**src/mpu_consts.svh**
```systemverilog
// MPU numeric limits
// Sizes of the thread memory, thread table and issue window, and the instruction width

`ifndef MPU_CONSTS_SVH
`define MPU_CONSTS_SVH

`define MPU_SIZE_THREAD_MEM	32	// Thread memory depth in words
`define MPU_NUM_THREAD		8	// Number of thread IDs
`define MPU_NUM_ISSUE		4	// Outstanding issue window
`define MPU_INSTR_W			16	// Instruction width

`endif

```
**src/pkg_mpu.sv**
```systemverilog
// MPU shared types
// Index types and packed structs used across the master processing unit

`default_nettype none

`include "mpu_consts.svh"

package pkg_mpu;

	typedef logic [`MPU_INSTR_W-1:0]						instr_t;
	typedef logic [$clog2(`MPU_NUM_THREAD)-1:0]			id_t;
	typedef logic [$clog2(`MPU_SIZE_THREAD_MEM):0]		t_address_t;	// One extra bit for full count
	typedef logic [$clog2(`MPU_NUM_ISSUE)-1:0]			issue_no_t;

	////////////////////
	// Packed structs

	typedef struct packed {
		id_t		id;
		instr_t		instr;
		logic		last;		// Final word of a program
	} host_wr_t;

	typedef struct packed {
		logic		valid;
		t_address_t	base;
		t_address_t	length;
	} thread_info_t;

	typedef struct packed {
		instr_t		instr;
		issue_no_t	issue_no;
		logic		last;		// Final word of the stream
	} issue_t;

	typedef struct packed {
		logic		busy;
		logic		mem_full;
		logic		window_full;
		logic		bad_thread;
	} mpu_stat_t;

endpackage

`default_nettype wire

```
**src/commit_window.sv**
```systemverilog
// Commit window
// Hands out issue numbers in order and holds each one until the
// processing units commit it

`timescale 1ns/1ns
`default_nettype none

`include "mpu_consts.svh"

module commit_window (
	input	wire						clock,
	input	wire						rst_n,
	input	wire						alloc_req,
	output	pkg_mpu::issue_no_t			alloc_no,
	output	logic						window_full,
	input	wire						commit_req,
	input	pkg_mpu::issue_no_t			commit_no
);
	import pkg_mpu::*;

	issue_no_t					next_no;
	logic [`MPU_NUM_ISSUE-1:0]	outstanding;
	logic [`MPU_NUM_ISSUE-1:0]	outstanding_nxt;

	assign alloc_no		= next_no;
	assign window_full	= outstanding[next_no];	// Next number still in flight

	always_comb begin
		outstanding_nxt = outstanding;
		// Clearing an idle bit leaves it idle
		if (commit_req)
			outstanding_nxt[commit_no] = 1'b0;
		if (alloc_req)
			outstanding_nxt[next_no] = 1'b1;	// Wins over a commit of the same idle number
	end

	////////////////////
	// Window state

	always_ff @(posedge clock) begin
		if (!rst_n) begin
			next_no		<= '0;
			outstanding	<= '0;
		end else begin
			outstanding <= outstanding_nxt;
			if (alloc_req) begin
				if (next_no == issue_no_t'(`MPU_NUM_ISSUE - 1))
					next_no <= '0;
				else
					next_no <= next_no + issue_no_t'(1);
			end
		end
	end

endmodule

`default_nettype wire

```
**src/dispatch.sv**
```systemverilog
// Dispatcher
// Looks up a launched thread, takes an issue number and streams the
// thread's instructions out one per cycle, tagged with that number

`timescale 1ns/1ns
`default_nettype none

module dispatch (
	input	wire						clock,
	input	wire						rst_n,
	input	wire						run_req,
	input	pkg_mpu::id_t				run_id,
	output	pkg_mpu::id_t				lookup_id,
	input	pkg_mpu::thread_info_t		lookup_info,
	output	logic						alloc_req,
	input	pkg_mpu::issue_no_t			alloc_no,
	input	wire						window_full,
	output	logic						rd_req,
	output	pkg_mpu::t_address_t		rd_addr,
	input	pkg_mpu::instr_t			rd_instr,
	output	logic						issue_req,
	output	pkg_mpu::issue_t			issue_data,
	output	logic						busy,
	output	logic						bad_thread
);
	import pkg_mpu::*;

	typedef enum logic [1:0] {
		ST_IDLE,
		ST_CHECK,
		ST_STREAM,
		ST_DRAIN
	} state_t;

	state_t			state;
	thread_info_t	info_q;			// Registered map entry
	issue_no_t		issue_no_q;
	t_address_t		addr_q;
	t_address_t		cnt_q;			// Words left to read
	logic			rd_valid_q;
	logic			last_q;
	logic			rd_last;

	assign lookup_id	= run_id;
	assign alloc_req	= (state == ST_CHECK) && info_q.valid && !window_full;
	assign rd_req		= (state == ST_STREAM);
	assign rd_addr		= addr_q;
	assign rd_last		= (cnt_q == t_address_t'(1));
	assign busy			= (state != ST_IDLE);

	////////////////////
	// Launch FSM

	always_ff @(posedge clock) begin
		if (!rst_n) begin
			state		<= ST_IDLE;
			bad_thread	<= 1'b0;
			rd_valid_q	<= 1'b0;
			issue_req	<= 1'b0;
		end else begin
			rd_valid_q	<= rd_req;
			issue_req	<= rd_valid_q;		// Word leaves one cycle after read data
			case (state)
				ST_IDLE: begin
					if (run_req)
						state <= ST_CHECK;
				end
				ST_CHECK: begin
					if (!info_q.valid) begin
						bad_thread	<= 1'b1;	// Sticky
						state		<= ST_IDLE;
					end else if (window_full) begin
						state <= ST_IDLE;		// Run dropped
					end else begin
						state <= ST_STREAM;
					end
				end
				ST_STREAM: begin
					if (rd_last)
						state <= ST_DRAIN;
				end
				ST_DRAIN: begin
					state <= ST_IDLE;			// Last word is in the output stage
				end
				default: begin
					state <= ST_IDLE;
				end
			endcase
		end
	end

	////////////////////
	// Stream datapath

	always_ff @(posedge clock) begin
		if ((state == ST_IDLE) && run_req)
			info_q <= lookup_info;
		if (alloc_req) begin
			issue_no_q	<= alloc_no;
			addr_q		<= info_q.base;
			cnt_q		<= info_q.length;
		end
		if (rd_req) begin
			addr_q	<= addr_q + t_address_t'(1);
			cnt_q	<= cnt_q - t_address_t'(1);
		end
		last_q					<= rd_req && rd_last;	// Aligned with read data
		issue_data.instr		<= rd_instr;
		issue_data.issue_no		<= issue_no_q;
		issue_data.last			<= last_q;
	end

endmodule

`default_nettype wire

```
**src/map_man.sv**
```systemverilog
// Map manager
// Per-thread table of base address and length, written on each completed
// load and read combinationally by the dispatcher

`timescale 1ns/1ns
`default_nettype none

`include "mpu_consts.svh"

module map_man (
	input	wire						clock,
	input	wire						rst_n,
	input	wire						store_req,
	input	pkg_mpu::id_t				store_id,
	input	pkg_mpu::thread_info_t		store_info,
	input	pkg_mpu::id_t				lookup_id,
	output	pkg_mpu::thread_info_t		lookup_info
);
	import pkg_mpu::*;

	thread_info_t	table_q [`MPU_NUM_THREAD];

	assign lookup_info = table_q[lookup_id];	// Combinational lookup

	////////////////////
	// Entry table

	always_ff @(posedge clock) begin
		if (!rst_n) begin
			for (int i = 0; i < `MPU_NUM_THREAD; i++) begin
				table_q[i] <= '0;					// All entries invalid
			end
		end else if (store_req) begin
			// A reload of the same ID simply overwrites it
			table_q[store_id] <= store_info;
		end
	end

endmodule

`default_nettype wire

```
**src/mpu.sv**
```systemverilog
// MPU top level
// Connects thread memory, map manager, commit window and dispatcher,
// and gathers the host status levels

`timescale 1ns/1ns
`default_nettype none

module mpu (
	input	wire						clock,
	input	wire						rst_n,
	input	wire						wr_req,
	input	pkg_mpu::host_wr_t			wr_data,
	input	wire						run_req,
	input	pkg_mpu::id_t				run_id,
	input	wire						commit_req,
	input	pkg_mpu::issue_no_t			commit_no,
	output	logic						issue_req,
	output	pkg_mpu::issue_t			issue_data,
	output	pkg_mpu::mpu_stat_t			status
);
	import pkg_mpu::*;

	logic			store_req;
	id_t			store_id;
	thread_info_t	store_info;
	id_t			lookup_id;
	thread_info_t	lookup_info;
	logic			alloc_req;
	issue_no_t		alloc_no;
	logic			window_full;
	logic			rd_req;
	t_address_t		rd_addr;
	instr_t			rd_instr;
	logic			mem_full;
	logic			busy;
	logic			bad_thread;

	assign status.busy			= busy;
	assign status.mem_full		= mem_full;
	assign status.window_full	= window_full;
	assign status.bad_thread	= bad_thread;

	////////////////////
	// Blocks

	thread_mem thread_mem (
		.clock		(clock),
		.rst_n		(rst_n),
		.wr_req		(wr_req),
		.wr_data	(wr_data),
		.rd_req		(rd_req),
		.rd_addr	(rd_addr),
		.rd_instr	(rd_instr),
		.store_req	(store_req),
		.store_id	(store_id),
		.store_info	(store_info),
		.mem_full	(mem_full)
	);

	map_man map_man (
		.clock			(clock),
		.rst_n			(rst_n),
		.store_req		(store_req),
		.store_id		(store_id),
		.store_info		(store_info),
		.lookup_id		(lookup_id),
		.lookup_info	(lookup_info)
	);

	commit_window commit_window (
		.clock			(clock),
		.rst_n			(rst_n),
		.alloc_req		(alloc_req),
		.alloc_no		(alloc_no),
		.window_full	(window_full),
		.commit_req		(commit_req),
		.commit_no		(commit_no)
	);

	dispatch dispatch (
		.clock			(clock),
		.rst_n			(rst_n),
		.run_req		(run_req),
		.run_id			(run_id),
		.lookup_id		(lookup_id),
		.lookup_info	(lookup_info),
		.alloc_req		(alloc_req),
		.alloc_no		(alloc_no),
		.window_full	(window_full),
		.rd_req			(rd_req),
		.rd_addr		(rd_addr),
		.rd_instr		(rd_instr),
		.issue_req		(issue_req),
		.issue_data		(issue_data),
		.busy			(busy),
		.bad_thread		(bad_thread)
	);

endmodule

`default_nettype wire

```
**src/thread_mem.sv**
```systemverilog
// Thread memory
// Stores host-loaded programs with a bump allocator and announces each
// complete load to the map manager. Registered read port for dispatch.

`timescale 1ns/1ns
`default_nettype none

`include "mpu_consts.svh"

module thread_mem (
	input	wire						clock,
	input	wire						rst_n,
	input	wire						wr_req,
	input	pkg_mpu::host_wr_t			wr_data,
	input	wire						rd_req,
	input	pkg_mpu::t_address_t		rd_addr,
	output	pkg_mpu::instr_t			rd_instr,
	output	logic						store_req,
	output	pkg_mpu::id_t				store_id,
	output	pkg_mpu::thread_info_t		store_info,
	output	logic						mem_full
);
	import pkg_mpu::*;

	localparam int AW = $clog2(`MPU_SIZE_THREAD_MEM);

	instr_t			mem [`MPU_SIZE_THREAD_MEM];
	t_address_t		wr_ptr;			// Used size
	t_address_t		load_base;		// Base of load in progress
	logic			load_rej;		// Load in progress was rejected
	logic			in_load;
	t_address_t		cur_base;
	logic			cur_rej;
	logic			full_now;
	logic			wr_ok;

	// First word of a load starts at the current pointer
	assign cur_base	= in_load ? load_base : wr_ptr;
	assign cur_rej	= in_load ? load_rej : 1'b0;
	assign full_now	= (wr_ptr == t_address_t'(`MPU_SIZE_THREAD_MEM));
	assign wr_ok	= wr_req && !cur_rej && !full_now;

	////////////////////
	// Load tracking

	always_ff @(posedge clock) begin
		if (!rst_n) begin
			wr_ptr		<= '0;
			load_base	<= '0;
			load_rej	<= 1'b0;
			in_load		<= 1'b0;
			store_req	<= 1'b0;
			mem_full	<= 1'b0;
		end else begin
			store_req <= wr_req && wr_data.last && !cur_rej && !full_now;
			if (wr_ok)
				wr_ptr <= wr_ptr + t_address_t'(1);
			if (wr_req && full_now)
				mem_full <= 1'b1;					// Sticky
			if (wr_req) begin
				in_load		<= !wr_data.last;
				load_base	<= cur_base;
				load_rej	<= !wr_data.last && (cur_rej || full_now);
			end
		end
	end

	////////////////////
	// Storage and entry

	always_ff @(posedge clock) begin
		if (wr_ok)
			mem[wr_ptr[AW-1:0]] <= wr_data.instr;
		if (rd_req)
			rd_instr <= mem[rd_addr[AW-1:0]];
		if (wr_req && wr_data.last) begin
			store_id			<= wr_data.id;
			store_info.valid	<= 1'b1;
			store_info.base		<= cur_base;
			store_info.length	<= wr_ptr + t_address_t'(1) - cur_base;	// Includes last word
		end
	end

endmodule

`default_nettype wire
```
**config.mk**
```make
export PLATFORM = sky130hd
export DESIGN_NAME = mpu
export DESIGN_NICKNAME = d
export VERILOG_FILES = /design/src/pkg_mpu.sv /design/src/commit_window.sv /design/src/dispatch.sv /design/src/map_man.sv /design/src/mpu.sv /design/src/thread_mem.sv
export VERILOG_INCLUDE_DIRS = /design/src /design/src/src
export SDC_FILE = /design/constraint.sdc
export NUM_CORES = 1
export LEC_CHECK = 0
export BUFFER_PORTS_ARGS = -buffer_cell sky130_fd_sc_hd__buf_2
export CORE_ASPECT_RATIO = 0.9
export CORE_MARGIN = 4
export CORE_UTILIZATION = 55
export CTS_CLUSTER_SIZE = 30
export DETAILED_ROUTE_END_ITERATION = 12
export PLACE_DENSITY_LB_ADDON = 0.25
export SYNTH_ARGS = -nofsm -noshare
export SYNTH_HDL_FRONTEND = slang
export SYNTH_SLANG_ARGS = --single-unit
```
**constraint.sdc**
```tcl
create_clock -name clock -period 2.7 [get_ports clock]
set_clock_uncertainty 0.2 [all_clocks]
set_input_delay 0.675 -clock clock [delete_from_list [all_inputs] [get_ports clock]]
set_output_delay 0.675 -clock clock [all_outputs]
set_load 0.005 [all_outputs]
```
==> results.cfg, run 1 <==
[synthesis]
syn_avg_cell_area_sq_um = 19.09
synth_top_family_by_area = multiplexers
syn-cell-area_sq_um = 27670
synthesis.nets = 1496
synthAdderAreaFrac_pct = 0.7867
synth_edf_count = 655
yosys_warnings = 0
ys_seq_area_share_pct = 75.05
async_flop_share_pct = 0
yosys.area_share.simple_pct = 4.517
syn_inst = 1450
synth_cell_types = 48
synthMuxAreaShare_pct = 12.99
synth_compound_area_share_pct = 4.028
ys_ff_latch = 710
yosys.area_share.xor_xnor_pct = 0.6330
yosys_most_used_dff = edfxtp_1

[worst_setup_path]
critical_path_class = reg -> reg
critical-path-slowest-cell = mux4_2
cp_top_family = compound AO/OA/AOI/OAI gates
slowest_delay_ns = 0.51
path_buf_inv = 2
critical_path_required_ns = 2.84
startpoint = dispatch.rd_addr[0]
cp_cell_sequence = buf_12 > buf_4 > mux4_2 > a22o_1 > a211oi_2 > a21oi_1
cp-start-kind = register
arrival_ns = 2.80
end_kind = register
r2r-start = dispatch.rd_addr[0]
crit_fanout = 9

[final_layout]
fillCellCount = 3342
drive_gt1_share_pct = 25.95
regArea_sq_um = 20770
area_delta_synth_final_pct = 15.49
final_cell_mix = edfxtp_1 (655), mux4_2 (117), buf_4 (94)
mostFrequentLayoutCell = edfxtp_1
diodes = 0
multi_input_comb_area_sq_um = 6476
utilization_pct = 64.67
finalNetCount = 1666

[floorplan]
rows = 77
io_pins = 54
dieHeight_um = 220.8
core_sq_um = 49420
start_util_pct = 55.99
die_w_um = 244.4
die_area_sq_um = 53970

[pwr]
total_power_mw = 22.79
p_leak_nw = 10.95
p_per_area_nw_per_um2 = 713.0
peakVddDrop_v = 0.0005458

[drt]
drt-pass1-iter-count = 5
avgRoutedWirePerCell_um = 26.15
drc = 0
vias_per_cell = 6.032
vias = 14157
wl_um = 61370
ant_nets = 0
first_iter_violations = 1694

[global_routing]
grt-ovfl-total = 0
grt_pass1_wl_um = 93240
grt_usage_pct = 23.23
antenna_found_initial = 1
grt_max_degree = 55
grt_pass1_vias = 14256

[clocking]
clk_latency_ns = 0.62
ctsHoldBuffers = 0
numCtsBuffers = 71
numClockSinks = 710
cts.reportedPaths.clkPinSlew_ns = 0.06
htreeDepth = 3
clock_path_buffers = 3
cts_tree = done
clock-root-buffer = clkbuf_16

[timing]
max_freq_mhz = 375.7
fin_crit_sh_pct = 98.59
finalSetupViolCount = 0
maxSlewViolCount = 0
hold_viol_final = 0
worst_pin_slew_ns = 1.094
max_slew_margin_pct = 26.70
rsz0062_at_grt = false
final.min_clock_period_ns = 2.662

[placed_design]
port_buffers = 53
dp_hpwl_um = 38100
gp_congestion = 0.8182

[status]
status = finished clean

[hold_path]
hp-start = wr_data[18]
hold_class = in -> reg

[job]
cap_violations = 0
-- cells in the mapped netlist (10+ instances only) --
master,n,area (sq um)
a211oi_1,36,270.3
inv_1,19,71.32
clkbuf_1,46,172.7
nand2_1,36,135.1
nand2b_1,12,75.07
buf_6,10,112.6
o221ai_1,16,140.1
o21ai_0,17,85.08
ha_1,15,187.7
edfxtp_1,655,19670
xor2_1,10,87.58
a22o_1,16,140.1
mux2i_1,72,720.7
dfxtp_1,55,1101
o22ai_1,17,106.4
xnor2_1,10,87.58
a21oi_1,22,110.1
nor2_1,64,240.2
and2_1,91,569.3
buf_4,13,97.59
mux4_2,117,2635
mux2_2,12,135.1
a22oi_1,18,135.1
-- cell families after synthesis --
family / count (synthesis)
mux: 205
xor+xnor: 20
flops: 710
fa+ha+maj: 17
compound gates: 156
simple gates: 240
buf+inv: 102
-- area by class of cell --
cell class / count / area share, %
Clock buffer: 96 / 5.915
Clock inverter: 33 / 0.9082
Inverter: 19 / 0.2231
Multi-Input combinational cell: 638 / 20.26
Sequential cell: 710 / 64.99
Tap cell: 671 / 2.627
Timing Repair Buffer: 180 / 5.077
-- worst paths after layout --
path	endpoint	slack, ns	depth (start not counted)
worst max-delay path	thread_mem.rd_instr[14]	0.04	6
worst min-delay path	thread_mem.store_id[1]	0.05	1
worst max register to register	thread_mem.rd_instr[14]	0.04	6
worst min register to register	dispatch.issue_data[18]	0.13	0
-- worst register-to-register path, cell delays in order (launching register included) --
cell and delay, ns:
edfxtp_1 0.46, buf_12 0.18, buf_4 0.20, mux4_2 0.51, a22o_1 0.25, a211oi_2 0.48, a21oi_1 0.09
-- where the power goes --
part | switching [mW] | internal (mW)
sequential | 0.0885 | 12.2
combinational | 0.721 | 0.488
clock | 4.04 | 5.25
-- metrics by stage --
stage / cell area, sq um / cells / setup WS (ns) / TNS, ns / hold WS (ns)
2_1_floorplan: 27670 / 1450 / -0.03111 / -9.552 / 0.1096
3_5_place_dp: 29680 / 2217 / -0.3846 / -1.427 / 0.1300
3_3_place_gp: 29680 / 2217 / -0.3690 / -1.263 / 0.1250
5_1_grt: 31960 / 2347 / 0.004252 / 0 / 0.01941
6_report: 31960 / 2347 / 0.03805 / 0 / 0.04698
4_1_cts: 31930 / 2347 / 0.009395 / 0 / 0.01184
-- per-layer routing --
metal | share of wire (%) | up-vias | global-route usage [%]
met4 | 2.1 | 0 | 5.723
li1 | - | 6133 | -
met2 | 47 | 577 | 35.38
met5 | 0 | - | 0
met1 | 43 | 7353 | 35.61
met3 | 7.7 | 94 | 4.144
-- what timing repair did --
action / CTS / global route
cloned: 0 / 0
buffers inserted: 1 / 0
pin swaps: 0 / 1
resized for setup: 12 / 7
endpoints found under the setup margin: 10 / 13
-- registers in the layout, summed over array words and instances, names as in the netlist, 2 cells and up, named ones only --
name and flops:
thread_mem.mem 512, dispatch.cnt_q 6, thread_mem.rd_instr 16, commit_window.outstanding 4
thread_mem.store_info 11, dispatch.issue_no_q 2, thread_mem.store_id 3, dispatch.issue_data 19
commit_window.alloc_no 2, dispatch.rd_addr 5, thread_mem.load_base 6, dispatch.info_q 12
thread_mem.wr_ptr 6, map_man.table_q 96
(Power assumes the default switching activity.)
==> inputs of run 2 (changes only) <==
==> constraint.sdc (replaced) <==
create_clock -name clock -period 2.7 [get_ports clock]
set_clock_uncertainty 0.2 [all_clocks]
set_input_delay 0.405 -clock clock [delete_from_list [all_inputs] [get_ports clock]]
set_output_delay 0.405 -clock clock [all_outputs]
set_load 0.005 [all_outputs]
==> run 2 against run 1 <==
Core utilization is 0.36 points higher; sequential power barely moved; design area increased by 0.55%; first-iteration DRC count is 13% lower; register-to-register slack gained 0.02 ns; largest power group unchanged; fmax increased by 0.87%; total power up 2.1%; clock power grew 5.2%; critical endpoint is now thread_mem.mem[21][8]; worst setup slack gained 0.023 ns; critical path depth increased by 2.
==> results.cfg, run 2 (synthesized netlist as in run 1, its figures left out) <==
[clocking]
clk_latency_ns = 0.60
numCtsBuffers = 69
clock-root-buffer = clkbuf_16
cts.reportedPaths.clkPinSlew_ns = 0.06
clock_path_buffers = 3
numClockSinks = 710
cts_tree = done
htreeDepth = 3

[drt]
first_iter_violations = 1482
ant_nets = 0
vias = 14056
vias_per_cell = 5.966
drt-pass1-iter-count = 6
drc = 0
wl_um = 61150
avgRoutedWirePerCell_um = 25.95

[final_layout]
finalNetCount = 1678
largest_reg_flops = 512
stdcell_count = 2356
design_area_sq_um = 32140
regArea_sq_um = 20770
final_cell_mix = edfxtp_1 (655), mux4_2 (117), buf_4 (104)
fillCellCount = 3263
drive_gt1_share_pct = 26.25
area_delta_synth_final_pct = 16.13
multi_input_comb_area_sq_um = 6471
utilization_pct = 65.03
mostFrequentLayoutCell = edfxtp_1

[pwr]
peakVddDrop_v = 0.0005555
total_power_mw = 23.27
p_leak_nw = 11.06
p_per_area_nw_per_um2 = 724.1

[worst_setup_path]
arrival_ns = 2.74
end_kind = register
regToRegEndpoint = thread_mem.mem[21][8]
rrSetupSlack_ns = 0.06
critical_path_required_ns = 2.80
crit_fanout = 9
critical_path_class = reg -> reg
ff2ff_path_depth = 8
cp-start-kind = register
r2r-start = thread_mem.wr_ptr[0]

[floorplan]
die_w_um = 244.4
rows = 77
core_sq_um = 49420
io_pins = 54
dieHeight_um = 220.8
start_util_pct = 55.99
die_area_sq_um = 53970

[job]
cap_violations = 0

[hold_path]
min_to = dispatch.issue_data[0]
hp-start = dispatch.last_q
hold_class = reg -> reg
holdPathStages = 0

[timing]
max_slew_margin_pct = 21.27
max_freq_mhz = 378.9
hold_viol_final = 0
rsz0062_at_grt = true
final.min_clock_period_ns = 2.639
worst_pin_slew_ns = 1.176
finalSetupViolCount = 0
maxSlewViolCount = 0
fin_crit_sh_pct = 97.74
worst_slack_ns = 0.06098

[placed_design]
dpl-instance-area_sq_um = 29610
dp_hpwl_um = 38210
port_buffers = 53
placedCellCount = 2220
gp_congestion = 0.8148
post-place-ws_ns = -0.4074

[global_routing]
antenna_found_initial = 3
grt_pass1_vias = 14481
grt-ovfl-total = 0
grt_usage_pct = 22.98
grt_max_degree = 42
grt_pass1_wl_um = 92400

[status]
status = finished clean
## run 2: repair_timing
item | 4_1_cts | 5_1_grt
gates resized for setup | 10 | 8
hold buffers | 11 | 0
setup buffers | 0 | 1
pin swaps | 1 | 2
setup endpoints to repair | 7 | 123
hold endpoints to repair | 20 | 0
## run 2: how the worst max path moves through the flow
stage	cells after the start	slack [ns]	startpoint	end
final	8	0.06	thread_mem.wr_ptr[0]	thread_mem.mem[21][8]
after global routing	8	-0.05	thread_mem.wr_ptr[1]	thread_mem.mem[4][14]
after CTS	6	0.02	dispatch.rd_addr[0]	thread_mem.rd_instr[8]
after detailed placement	6	-0.41	dispatch.rd_addr[0]	thread_mem.rd_instr[5]
after global placement	6	-0.37	dispatch.rd_addr[0]	thread_mem.rd_instr[5]
after floorplan	6	0.12	thread_mem.wr_ptr[0]	thread_mem.mem[12][0]
## run 2: stage by stage
step,hold slack [ns],setup TNS (ns)
2_1_floorplan,0.1096,0
5_1_grt,0.1449,-1.945
6_report,0.1348,0
3_3_place_gp,0.1272,-1.328
4_1_cts,0.1417,0
3_5_place_dp,0.1220,-1.489
## run 2: worst max-delay path, cell delays in order (launching register included)
cell	delay [ns]
dfxtp_1	0.42
inv_1	0.09
ha_1	0.21
nand2_1	0.13
buf_4	0.14
o211a_1	0.24
nand2_1	0.38
nor2_1	0.29
buf_4	0.25
## run 2: final cells by class
cell class,count,area share [%]
clock inverter,34,1.215
antenna,1,0.007786
clock buffer,89,5.992
tap,671,2.612
inverter,19,0.2219
multi-input combinational,638,20.14
sequential,710,64.63
timing repair buffer,194,5.190
## run 2: layer usage
metal	part of all wire, %	track usage [%]	wire length [um]
met4	2.6	6.128	1615
met1	42	32.90	25790
met3	7.5	5.688	4613
met5	0	0	0
met2	48	36.06	29130
## run 2: power breakdown
part           total [mW]  switching [mW]  internal (mW)
Combinational        1.22           0.728          0.493
Sequential           12.3          0.0864           12.2
Clock                9.77            3.95           5.82
Total                23.3            4.77           18.5
